File: src/icache_pkg.sv
package icache_pkg;

  // ~~~~~~~~~~~~~~~~~~~~~~~~~~~~~~~~~~~~~~~~~~~~~~~~~~~~~~~~~~~~~~~~~~~~~~~~~
  // bus widths
  // ~~~~~~~~~~~~~~~~~~~~~~~~~~~~~~~~~~~~~~~~~~~~~~~~~~~~~~~~~~~~~~~~~~~~~~~~~

  localparam int XLEN = 32;  // fetch and memory address width in bits.
  localparam int ILEN = 32;  // one instruction word.

  // ~~~~~~~~~~~~~~~~~~~~~~~~~~~~~~~~~~~~~~~~~~~~~~~~~~~~~~~~~~~~~~~~~~~~~~~~~
  // address slicing
  // ~~~~~~~~~~~~~~~~~~~~~~~~~~~~~~~~~~~~~~~~~~~~~~~~~~~~~~~~~~~~~~~~~~~~~~~~~

  // An address splits from the low end into byte, word, set and tag fields.
  // The byte field spans one instruction word and is fixed here.
  // The word and set fields depend on the WORDS and SETS parameters, so each
  // module sizes them itself and the tag takes whatever bits are left.
  localparam int ILEN_BYTES = ILEN / 8;
  localparam int BYTE_BITS  = $clog2(ILEN_BYTES);

  // A line holds WORDS words packed into one vector.
  // word w of a line sits at bits [w*ILEN +: ILEN], so word 0 is in the
  // lowest bits and belongs to the lowest address of the line.

  // ~~~~~~~~~~~~~~~~~~~~~~~~~~~~~~~~~~~~~~~~~~~~~~~~~~~~~~~~~~~~~~~~~~~~~~~~~
  // line state
  // ~~~~~~~~~~~~~~~~~~~~~~~~~~~~~~~~~~~~~~~~~~~~~~~~~~~~~~~~~~~~~~~~~~~~~~~~~

  typedef enum logic {
    INVALID = 1'b0,  // nothing has been refilled into this set yet.
    VALID   = 1'b1
  } line_state_e;

endpackage

File: src/icache_line_store.sv
`timescale 1ns/1ps

module icache_line_store
  import icache_pkg::*;
#(
  parameter int SETS  = 8,
  parameter int WORDS = 4,
  localparam int SET_BITS  = $clog2(SETS),
  localparam int WORD_BITS = $clog2(WORDS),
  localparam int TAG_BITS  = XLEN - SET_BITS - WORD_BITS - BYTE_BITS,
  localparam int LINE_BITS = WORDS * ILEN
) (
  input  logic                 global_bus,
  input  logic                 rst_n,

  // read side of port 0.
  input  logic [SET_BITS-1:0]  rd_set_0,
  output logic [TAG_BITS-1:0]  rd_tag_0,
  output line_state_e          rd_state_0,
  output logic [LINE_BITS-1:0] rd_line_0,

  // read side of port 1.
  input  logic [SET_BITS-1:0]  rd_set_1,
  output logic [TAG_BITS-1:0]  rd_tag_1,
  output line_state_e          rd_state_1,
  output logic [LINE_BITS-1:0] rd_line_1,

  // refill write from the arbiter.
  input  logic                 fill_en,
  input  logic [SET_BITS-1:0]  fill_set,
  input  logic [TAG_BITS-1:0]  fill_tag,
  input  logic [LINE_BITS-1:0] fill_line
);

  // ~~~~~~~~~~~~~~~~~~~~~~~~~~~~~~~~~~~~~~~~~~~~~~~~~~~~~~~~~~~~~~~~~~~~~~~~~
  // storage
  // ~~~~~~~~~~~~~~~~~~~~~~~~~~~~~~~~~~~~~~~~~~~~~~~~~~~~~~~~~~~~~~~~~~~~~~~~~

  // One entry per set, direct mapped.
  logic [TAG_BITS-1:0]  tag_q   [SETS];
  line_state_e          state_q [SETS];
  logic [LINE_BITS-1:0] line_q  [SETS];

  // Only the state needs a known value after reset.
  // a set marked INVALID never hits, whatever its tag and words hold.
  always_ff @(posedge global_bus or negedge rst_n) begin
    if (!rst_n) begin
      for (int s = 0; s < SETS; s++) begin
        state_q[s] <= INVALID;
      end
    end else if (fill_en) begin
      state_q[fill_set] <= VALID;  // the refilled line becomes readable next cycle.
    end
  end

  // A refill replaces the whole line and its tag in one edge.
  always_ff @(posedge global_bus) begin
    if (fill_en) begin
      tag_q[fill_set]  <= fill_tag;
      line_q[fill_set] <= fill_line;
    end
  end

  // ~~~~~~~~~~~~~~~~~~~~~~~~~~~~~~~~~~~~~~~~~~~~~~~~~~~~~~~~~~~~~~~~~~~~~~~~~
  // read ports
  // ~~~~~~~~~~~~~~~~~~~~~~~~~~~~~~~~~~~~~~~~~~~~~~~~~~~~~~~~~~~~~~~~~~~~~~~~~

  // Both reads are combinational so a hit answers in the cycle of the read.
  // they are independent and may address the same set.
  assign rd_tag_0   = tag_q[rd_set_0];
  assign rd_state_0 = state_q[rd_set_0];
  assign rd_line_0  = line_q[rd_set_0];

  assign rd_tag_1   = tag_q[rd_set_1];
  assign rd_state_1 = state_q[rd_set_1];
  assign rd_line_1  = line_q[rd_set_1];

endmodule

File: src/icache_lookup_port.sv
`timescale 1ns/1ps

module icache_lookup_port
  import icache_pkg::*;
#(
  parameter int SETS  = 8,
  parameter int WORDS = 4,
  localparam int SET_BITS  = $clog2(SETS),
  localparam int WORD_BITS = $clog2(WORDS),
  localparam int TAG_BITS  = XLEN - SET_BITS - WORD_BITS - BYTE_BITS,
  localparam int LINE_BITS = WORDS * ILEN
) (
  input  logic                 global_bus,
  input  logic                 rst_n,

  // fetch side.
  input  logic                 read,
  input  logic [XLEN-1:0]      address,
  output logic [ILEN-1:0]      instr,
  output logic                 hit,

  // line store read.
  output logic [SET_BITS-1:0]  rd_set,
  input  logic [TAG_BITS-1:0]  rd_tag,
  input  line_state_e          rd_state,
  input  logic [LINE_BITS-1:0] rd_line,

  // miss request to the arbiter and its answer.
  output logic                 miss_req,
  output logic [XLEN-1:0]      miss_line_addr,
  input  logic                 fill_done,
  input  logic [XLEN-1:0]      fill_line_addr
);

  localparam int OFFSET_BITS = WORD_BITS + BYTE_BITS;  // bits below the set field.

  logic [TAG_BITS-1:0]  tag;
  logic [WORD_BITS-1:0] word;
  logic [XLEN-1:0]      line_addr;
  logic                 tag_match;
  logic                 fill_seen_q;

  assign tag       = address[XLEN-1 -: TAG_BITS];
  assign rd_set    = address[OFFSET_BITS +: SET_BITS];
  assign word      = address[BYTE_BITS +: WORD_BITS];
  assign line_addr = {address[XLEN-1:OFFSET_BITS], {OFFSET_BITS{1'b0}}};

  // A valid line with our tag answers in the same cycle.
  assign tag_match = (rd_state == VALID) && (rd_tag == tag);
  assign hit       = read && tag_match;
  assign instr     = hit ? rd_line[word*ILEN +: ILEN] : '0;

  // Remembers that our line was refilled for the read in progress.
  // The refill lands at the edge after fill_done, and this flag keeps the
  // request down until the port sees its hit. It clears with the hit or
  // when read falls, so the next access starts clean.
  always_ff @(posedge global_bus or negedge rst_n) begin
    if (!rst_n) begin
      fill_seen_q <= 1'b0;
    end else if (!read || hit) begin
      fill_seen_q <= 1'b0;
    end else if (fill_done && (fill_line_addr == line_addr)) begin
      fill_seen_q <= 1'b1;
    end
  end

  assign miss_req       = read && !tag_match && !fill_seen_q;
  assign miss_line_addr = line_addr;  // always line aligned.

endmodule

File: src/icache_refill_arbiter.sv
`timescale 1ns/1ps

module icache_refill_arbiter
  import icache_pkg::*;
#(
  parameter int SETS  = 8,
  parameter int WORDS = 4,
  localparam int SET_BITS  = $clog2(SETS),
  localparam int WORD_BITS = $clog2(WORDS),
  localparam int TAG_BITS  = XLEN - SET_BITS - WORD_BITS - BYTE_BITS,
  localparam int LINE_BITS = WORDS * ILEN
) (
  input  logic                 global_bus,
  input  logic                 rst_n,

  // miss requests from the two lookup ports.
  input  logic                 miss_req_0,
  input  logic [XLEN-1:0]      miss_line_addr_0,
  input  logic                 miss_req_1,
  input  logic [XLEN-1:0]      miss_line_addr_1,

  // memory read bus.
  output logic                 mem_read,
  output logic [XLEN-1:0]      mem_address,
  input  logic                 mem_ready,
  input  logic [LINE_BITS-1:0] mem_line,

  // refill write into the line store.
  output logic                 fill_en,
  output logic [SET_BITS-1:0]  fill_set,
  output logic [TAG_BITS-1:0]  fill_tag,
  output logic [LINE_BITS-1:0] fill_line,

  // completion back to the lookup ports.
  output logic                 fill_done,
  output logic [XLEN-1:0]      fill_line_addr
);

  localparam int OFFSET_BITS = WORD_BITS + BYTE_BITS;

  typedef enum logic {
    ARB_IDLE = 1'b0,
    ARB_BUSY = 1'b1
  } arb_state_e;

  arb_state_e      state_q;
  logic            last_grant_q;  // port served by the most recent refill.
  logic            any_req;
  logic            grant;         // port picked in this idle cycle.
  logic [XLEN-1:0] addr_q;        // line address of the refill in flight.

  // ~~~~~~~~~~~~~~~~~~~~~~~~~~~~~~~~~~~~~~~~~~~~~~~~~~~~~~~~~~~~~~~~~~~~~~~~~
  // grant selection
  // ~~~~~~~~~~~~~~~~~~~~~~~~~~~~~~~~~~~~~~~~~~~~~~~~~~~~~~~~~~~~~~~~~~~~~~~~~

  assign any_req = miss_req_0 || miss_req_1;

  // With both ports waiting the one not served last goes first.
  // A lone request is simply taken.
  always_comb begin
    if (miss_req_0 && miss_req_1) begin
      grant = ~last_grant_q;
    end else begin
      grant = miss_req_1;
    end
  end

  // ~~~~~~~~~~~~~~~~~~~~~~~~~~~~~~~~~~~~~~~~~~~~~~~~~~~~~~~~~~~~~~~~~~~~~~~~~
  // refill FSM
  // ~~~~~~~~~~~~~~~~~~~~~~~~~~~~~~~~~~~~~~~~~~~~~~~~~~~~~~~~~~~~~~~~~~~~~~~~~

  // last_grant_q starts at port 1 so port 0 wins the first conflict.
  always_ff @(posedge global_bus or negedge rst_n) begin
    if (!rst_n) begin
      state_q      <= ARB_IDLE;
      last_grant_q <= 1'b1;
    end else begin
      case (state_q)
        ARB_IDLE: begin
          if (any_req) begin
            state_q      <= ARB_BUSY;
            last_grant_q <= grant;
          end
        end
        ARB_BUSY: begin
          if (mem_ready) begin
            state_q <= ARB_IDLE;  // mem_read falls in the next cycle.
          end
        end
        default: state_q <= ARB_IDLE;
      endcase
    end
  end

  // The address is only captured on a grant and stays put while busy.
  always_ff @(posedge global_bus) begin
    if ((state_q == ARB_IDLE) && any_req) begin
      addr_q <= grant ? miss_line_addr_1 : miss_line_addr_0;
    end
  end

  assign mem_read    = (state_q == ARB_BUSY);
  assign mem_address = addr_q;

  // ~~~~~~~~~~~~~~~~~~~~~~~~~~~~~~~~~~~~~~~~~~~~~~~~~~~~~~~~~~~~~~~~~~~~~~~~~
  // refill write and completion
  // ~~~~~~~~~~~~~~~~~~~~~~~~~~~~~~~~~~~~~~~~~~~~~~~~~~~~~~~~~~~~~~~~~~~~~~~~~

  // The line is written at the edge that ends the mem_ready cycle.
  assign fill_en   = mem_read && mem_ready;
  assign fill_set  = addr_q[OFFSET_BITS +: SET_BITS];
  assign fill_tag  = addr_q[XLEN-1 -: TAG_BITS];
  assign fill_line = mem_line;

  // Every port waiting on this line sees the same pulse, so a line both
  // ports missed on is fetched only once.
  assign fill_done      = fill_en;
  assign fill_line_addr = addr_q;

endmodule

File: src/dual_port_icache.sv
`timescale 1ns/1ps

module dual_port_icache
  import icache_pkg::*;
#(
  parameter int SETS  = 8,
  parameter int WORDS = 4,
  localparam int SET_BITS  = $clog2(SETS),
  localparam int WORD_BITS = $clog2(WORDS),
  localparam int TAG_BITS  = XLEN - SET_BITS - WORD_BITS - BYTE_BITS,
  localparam int LINE_BITS = WORDS * ILEN
) (
  input  logic                 global_bus,
  input  logic                 rst_n,

  // fetch port 0.
  input  logic                 read_0,
  input  logic [XLEN-1:0]      address_0,
  output logic [ILEN-1:0]      instr_0,
  output logic                 hit_0,

  // fetch port 1.
  input  logic                 read_1,
  input  logic [XLEN-1:0]      address_1,
  output logic [ILEN-1:0]      instr_1,
  output logic                 hit_1,

  // memory read bus.
  output logic                 mem_read,
  output logic [XLEN-1:0]      mem_address,
  input  logic                 mem_ready,
  input  logic [LINE_BITS-1:0] mem_line
);

  // line store reads, one set per port.
  logic [SET_BITS-1:0]  rd_set_0;
  logic [TAG_BITS-1:0]  rd_tag_0;
  line_state_e          rd_state_0;
  logic [LINE_BITS-1:0] rd_line_0;
  logic [SET_BITS-1:0]  rd_set_1;
  logic [TAG_BITS-1:0]  rd_tag_1;
  line_state_e          rd_state_1;
  logic [LINE_BITS-1:0] rd_line_1;

  // misses toward the arbiter.
  logic                 miss_req_0;
  logic [XLEN-1:0]      miss_line_addr_0;
  logic                 miss_req_1;
  logic [XLEN-1:0]      miss_line_addr_1;

  // refill path.
  logic                 fill_en;
  logic [SET_BITS-1:0]  fill_set;
  logic [TAG_BITS-1:0]  fill_tag;
  logic [LINE_BITS-1:0] fill_line;
  logic                 fill_done;
  logic [XLEN-1:0]      fill_line_addr;

  icache_line_store #(
    .SETS  (SETS),
    .WORDS (WORDS)
  ) u_line_store (
    .global_bus (global_bus),
    .rst_n      (rst_n),
    .rd_set_0   (rd_set_0),
    .rd_tag_0   (rd_tag_0),
    .rd_state_0 (rd_state_0),
    .rd_line_0  (rd_line_0),
    .rd_set_1   (rd_set_1),
    .rd_tag_1   (rd_tag_1),
    .rd_state_1 (rd_state_1),
    .rd_line_1  (rd_line_1),
    .fill_en    (fill_en),
    .fill_set   (fill_set),
    .fill_tag   (fill_tag),
    .fill_line  (fill_line)
  );

  icache_lookup_port #(
    .SETS  (SETS),
    .WORDS (WORDS)
  ) u_lookup_port_0 (
    .global_bus     (global_bus),
    .rst_n          (rst_n),
    .read           (read_0),
    .address        (address_0),
    .instr          (instr_0),
    .hit            (hit_0),
    .rd_set         (rd_set_0),
    .rd_tag         (rd_tag_0),
    .rd_state       (rd_state_0),
    .rd_line        (rd_line_0),
    .miss_req       (miss_req_0),
    .miss_line_addr (miss_line_addr_0),
    .fill_done      (fill_done),
    .fill_line_addr (fill_line_addr)
  );

  icache_lookup_port #(
    .SETS  (SETS),
    .WORDS (WORDS)
  ) u_lookup_port_1 (
    .global_bus     (global_bus),
    .rst_n          (rst_n),
    .read           (read_1),
    .address        (address_1),
    .instr          (instr_1),
    .hit            (hit_1),
    .rd_set         (rd_set_1),
    .rd_tag         (rd_tag_1),
    .rd_state       (rd_state_1),
    .rd_line        (rd_line_1),
    .miss_req       (miss_req_1),
    .miss_line_addr (miss_line_addr_1),
    .fill_done      (fill_done),
    .fill_line_addr (fill_line_addr)
  );

  icache_refill_arbiter #(
    .SETS  (SETS),
    .WORDS (WORDS)
  ) u_refill_arbiter (
    .global_bus       (global_bus),
    .rst_n            (rst_n),
    .miss_req_0       (miss_req_0),
    .miss_line_addr_0 (miss_line_addr_0),
    .miss_req_1       (miss_req_1),
    .miss_line_addr_1 (miss_line_addr_1),
    .mem_read         (mem_read),
    .mem_address      (mem_address),
    .mem_ready        (mem_ready),
    .mem_line         (mem_line),
    .fill_en          (fill_en),
    .fill_set         (fill_set),
    .fill_tag         (fill_tag),
    .fill_line        (fill_line),
    .fill_done        (fill_done),
    .fill_line_addr   (fill_line_addr)
  );

endmodule

File: config.mk
export PLATFORM = sky130hd
export DESIGN_NAME = dual_port_icache
export DESIGN_NICKNAME = d
export VERILOG_FILES = /design/src/icache_pkg.sv /design/src/icache_line_store.sv /design/src/icache_lookup_port.sv /design/src/icache_refill_arbiter.sv /design/src/dual_port_icache.sv
export SDC_FILE = /design/constraint.sdc
export NUM_CORES = 2
export LEC_CHECK = 0
export BUFFER_PORTS_ARGS = -buffer_cell sky130_fd_sc_hd__buf_2
export CAP_MARGIN = 20
export CORE_ASPECT_RATIO = 0.7
export CORE_MARGIN = 4
export CORE_UTILIZATION = 33
export DETAILED_ROUTE_END_ITERATION = 7
export MAX_ROUTING_LAYER = met4
export PLACE_DENSITY = 0.48
export SLEW_MARGIN = 40
export SYNTH_ARGS = -nofsm -noshare
export SYNTH_HDL_FRONTEND = slang
export SYNTH_SLANG_ARGS = --single-unit
File: constraint.sdc
create_clock -name global_bus -period 24.8 [get_ports global_bus]
set_input_delay 4.96 -clock global_bus [delete_from_list [all_inputs] [get_ports global_bus]]
set_output_delay 4.96 -clock global_bus [all_outputs]
set_load 0.02 [all_outputs]
==> flow_metrics.py <==
metrics = {
    "outcome": {
        "outcome": "finished clean",
    },
    "yosys": {
        "ys_ff_latch": 1264,
        "yosysTopAreaCell": "edfxtp_1",
        "synth_cells": 2699,
        "async_flop_share_pct": 0.949,
        "synth_area_per_cell_sq_um": 21.8,
        "yosysUniqueCellTypes": 47,
        "synth_top_flop_cell": "edfxtp_1",
        "synth_edf_count": 1252,
        "synth_top_area_share_pct": 63.8,
        "yosys_warnings": 0,
        "syn_area_sq_mm": 0.0589,
        "ys_seq_area_share_pct": 64.3,
        "netlist_top_cells_area": "edfxtp_1 (64%), mux4_2 (27%), mux2i_1 (2.9%)",
    },
    "cts": {
        "ctsHoldBuffers": 0,
        "clk_pin_slew_ns": 0.06,
        "post_cts_buffers": 0,
        "cts_tree": "built",
        "htree_levels": 4,
        "ctsResizeCount": 0,
        "clockBufferDepth": 3,
        "clk-insertion-delay-late_ns": 0.77,
        "numCtsBuffers": 135,
        "clock_sinks": 1264,
        "cts_root_buffer": "clkbuf_16",
    },
    "finish": {
        "layout_commonest_cell": "edfxtp_1",
        "area_growth_pct": 15.2,
        "final_cell_mix": "edfxtp_1 (1252), mux4_2 (706), buf_2 (277), mux2i_1 (172), clkbuf_16 (138)",
        "num-fill-cells": 15900,
        "drive_gt1_share_pct": 41.8,
        "layout.nets": 3188,
    },
    "sta": {
        "hold_viol": 0,
        "setup_tns_ns": 0,
        "min_period_ns": 14.78,
        "post-route-period-util_pct": 59.6,
        "worst_slew_pin_slew_ns": 0.885,
        "max_freq_ghz": 0.0676,
        "slew_headroom_pct": 41.0,
        "clock-skew-final_ns": 0.0399,
        "layout_setup_ws_ns": 10.02,
        "slew_violations": 0,
        "rsz0062_at_grt": "false",
        "final-setup-viol-count": 0,
        "hold_ws_ns": 0.502,
    },
    "setup_path": {
        "crit_type": "input port to primary output",
        "crit_family": "buffers and inverters",
        "end_kind": "primary output",
        "crit_fanout": 44,
        "worst-path-buf-inv": 5,
        "cp-start-kind": "input port",
        "worstPathCellList": "buf_8 > buf_6 > buf_6 > mux4_2 > mux2i_1 > xor2_1 > nand4_1 > or4_4 > nor2_1 > nand3_4 > buf_12 > nor2_1 > buf_2",
        "cp.required_ns": 19.84,
        "cp.arrival_ns": 9.82,
        "max_stage_delay_ns": 0.62,
        "crit_slowest_cell": "buf_6",
    },
    "grt": {
        "gr-total-overflow": 0,
        "grt_pass1_wl_um": 248000,
        "groute.usage.overall_pct": 19.1,
        "grt_max_degree": 81,
        "grt_pass1_vias": 33300,
        "antenna_found_initial": 57,
    },
    "floorplanning": {
        "core-area_sq_mm": 0.177,
        "die_x_um": 513,
        "num_rows": 129,
        "pin_count": 296,
        "die_h_um": 362,
        "dieArea_sq_mm": 0.185,
        "start_util_pct": 33.3,
    },
    "hold_path": {
        "hold_class": "register to register",
    },
    "placed_design": {
        "hpwlAfterDp_um": 104000,
        "place.gp.congestion": 0.809,
        "port_buffers": 287,
        "dp_slack_ns": 9.70,
    },
    "drt": {
        "first_iter_violations": 2739,
        "vias": 30600,
        "drt-wirelength-per-cell_um": 31.7,
        "drcViolationCount": 0,
        "ant_nets": 0,
        "dr.pass1.iters": 5,
        "viasPerCell": 5.60,
        "routed_wl_um": 173000,
    },
    "power_and_ir_drop": {
        "p_per_area_mw_per_mm2": 71.6,
        "power_frac_seq_pct": 50.3,
        "p_comb_share_pct": 9.5,
        "leakage_uw": 0.0218,
        "power.share.clock_pct": 40.1,
        "irDropWorstVdd_uv": 53.7,
        "power.net_switching_uw": 1140,
        "p_int_uw": 3720,
        "swShare_pct": 23.6,
    },
    "job": {
        "cap_violations": 0,
    },
}
==> synthesized netlist by cell type (5+ instances only) <==
cell type  count
edfxtp_1    1252
nand4_1       14
nand2b_1       7
a22oi_1       30
buf_4         11
clkbuf_1      90
dfrtp_1       11
nor3_1         7
nor4_1        10
mux2i_1      172
buf_2         16
and3_1         8
xnor2_1       51
nor2_1        72
nand3_1        8
mux2_4        20
a21oi_1       10
a22o_1         5
mux2_2         9
mux4_2       706
buf_1         80
nand2_1       16
or2_2          9
xor2_1        44
==> through the flow <==
| step | instance area (sq um) | cells | util (%) | power (uW) |
|---|---|---|---|---|
| 6_report | 67900 | 5473 | 38.3 | 4860 |
| 2_1_floorplan | 58900 | 2702 | - | 2790 |
| 3_5_place_dp | 63600 | 5209 | 35.9 | 2960 |
| 5_1_grt | 67900 | 5466 | 38.3 | 5050 |
| 3_3_place_gp | 63100 | 5194 | 35.6 | 2950 |
| 4_1_cts | 67800 | 5450 | 38.3 | 4930 |
==> sequential cells by signal, indices dropped and copies added, names as in the netlist <==
name / flops
u_refill_arbiter.mem_read: 1
u_lookup_port_0.fill_seen_q: 1
u_refill_arbiter.fill_line_addr: 28
u_line_store.line_q: 1024
u_line_store.tag_q: 200
u_line_store.state_q: 8
u_refill_arbiter.last_grant_q: 1
u_lookup_port_1.fill_seen_q: 1
==> power by group through the flow <==
stage,Combinational (uW),Sequential [uW],Clock (uW)
detailed placement,471,2490,0
finish,464,2450,1950
floorplan,290,2500,0
global placement,462,2490,0
CTS,472,2450,2010
global route,492,2450,2110
==> cell type report <==
type                       instances  area [sq um]  area share [%]
sequential                      1264         37900            55.8
multi-input combinational       1232         20300            29.8
clock buffer                     172          3590            5.29
tap                             2358          2950            4.35
timing repair buffer             354          2500            3.69
clock inverter                    69           611           0.900
antenna                           20          50.0          0.0737
inverter                           4          15.0          0.0221
==> layer usage <==
metal	vias to the layer above	track usage (%)	wire length (um)
met2	985	32.1	88700
met5	-	-	0
met3	310	3.32	8950
met4	0	5.16	4410
li1	12500	-	-
met1	16900	24.1	71400
==> cell families (layout without fill, tap and decap cells) <==
kind of cell | Yosys count | in the layout | synth area share [%]
and+or+nand+nor | 165 | 165 | 1.38
other | 1 | 24 | 0.00636
xor gates and xnor gates | 95 | 95 | 1.41
DFF | 1264 | 1264 | 64.3
AOI/OAI and AO/OA | 61 | 61 | 0.805
muxes | 907 | 907 | 30.6
buffers and inverters | 206 | 599 | 1.49
==> final timing paths <==
check                      depth (start not counted)                       from  slack [ns]                            endpoint
max                                               13               address_1[4]       10.02                         instr_1[25]
min                                                1    u_line_store.state_q[5]        0.50             u_line_store.state_q[5]
max reg2reg                                        9  u_line_store.tag_q[7][19]       20.44  u_refill_arbiter.fill_line_addr[4]
min reg2reg                                        1    u_line_store.state_q[5]        0.50             u_line_store.state_q[5]
max in group asynchronous                          1                      rst_n       20.41       u_refill_arbiter.last_grant_q
min in group asynchronous                          1                      rst_n        4.09           u_refill_arbiter.mem_read
Power figures use the tool's default switching activity.
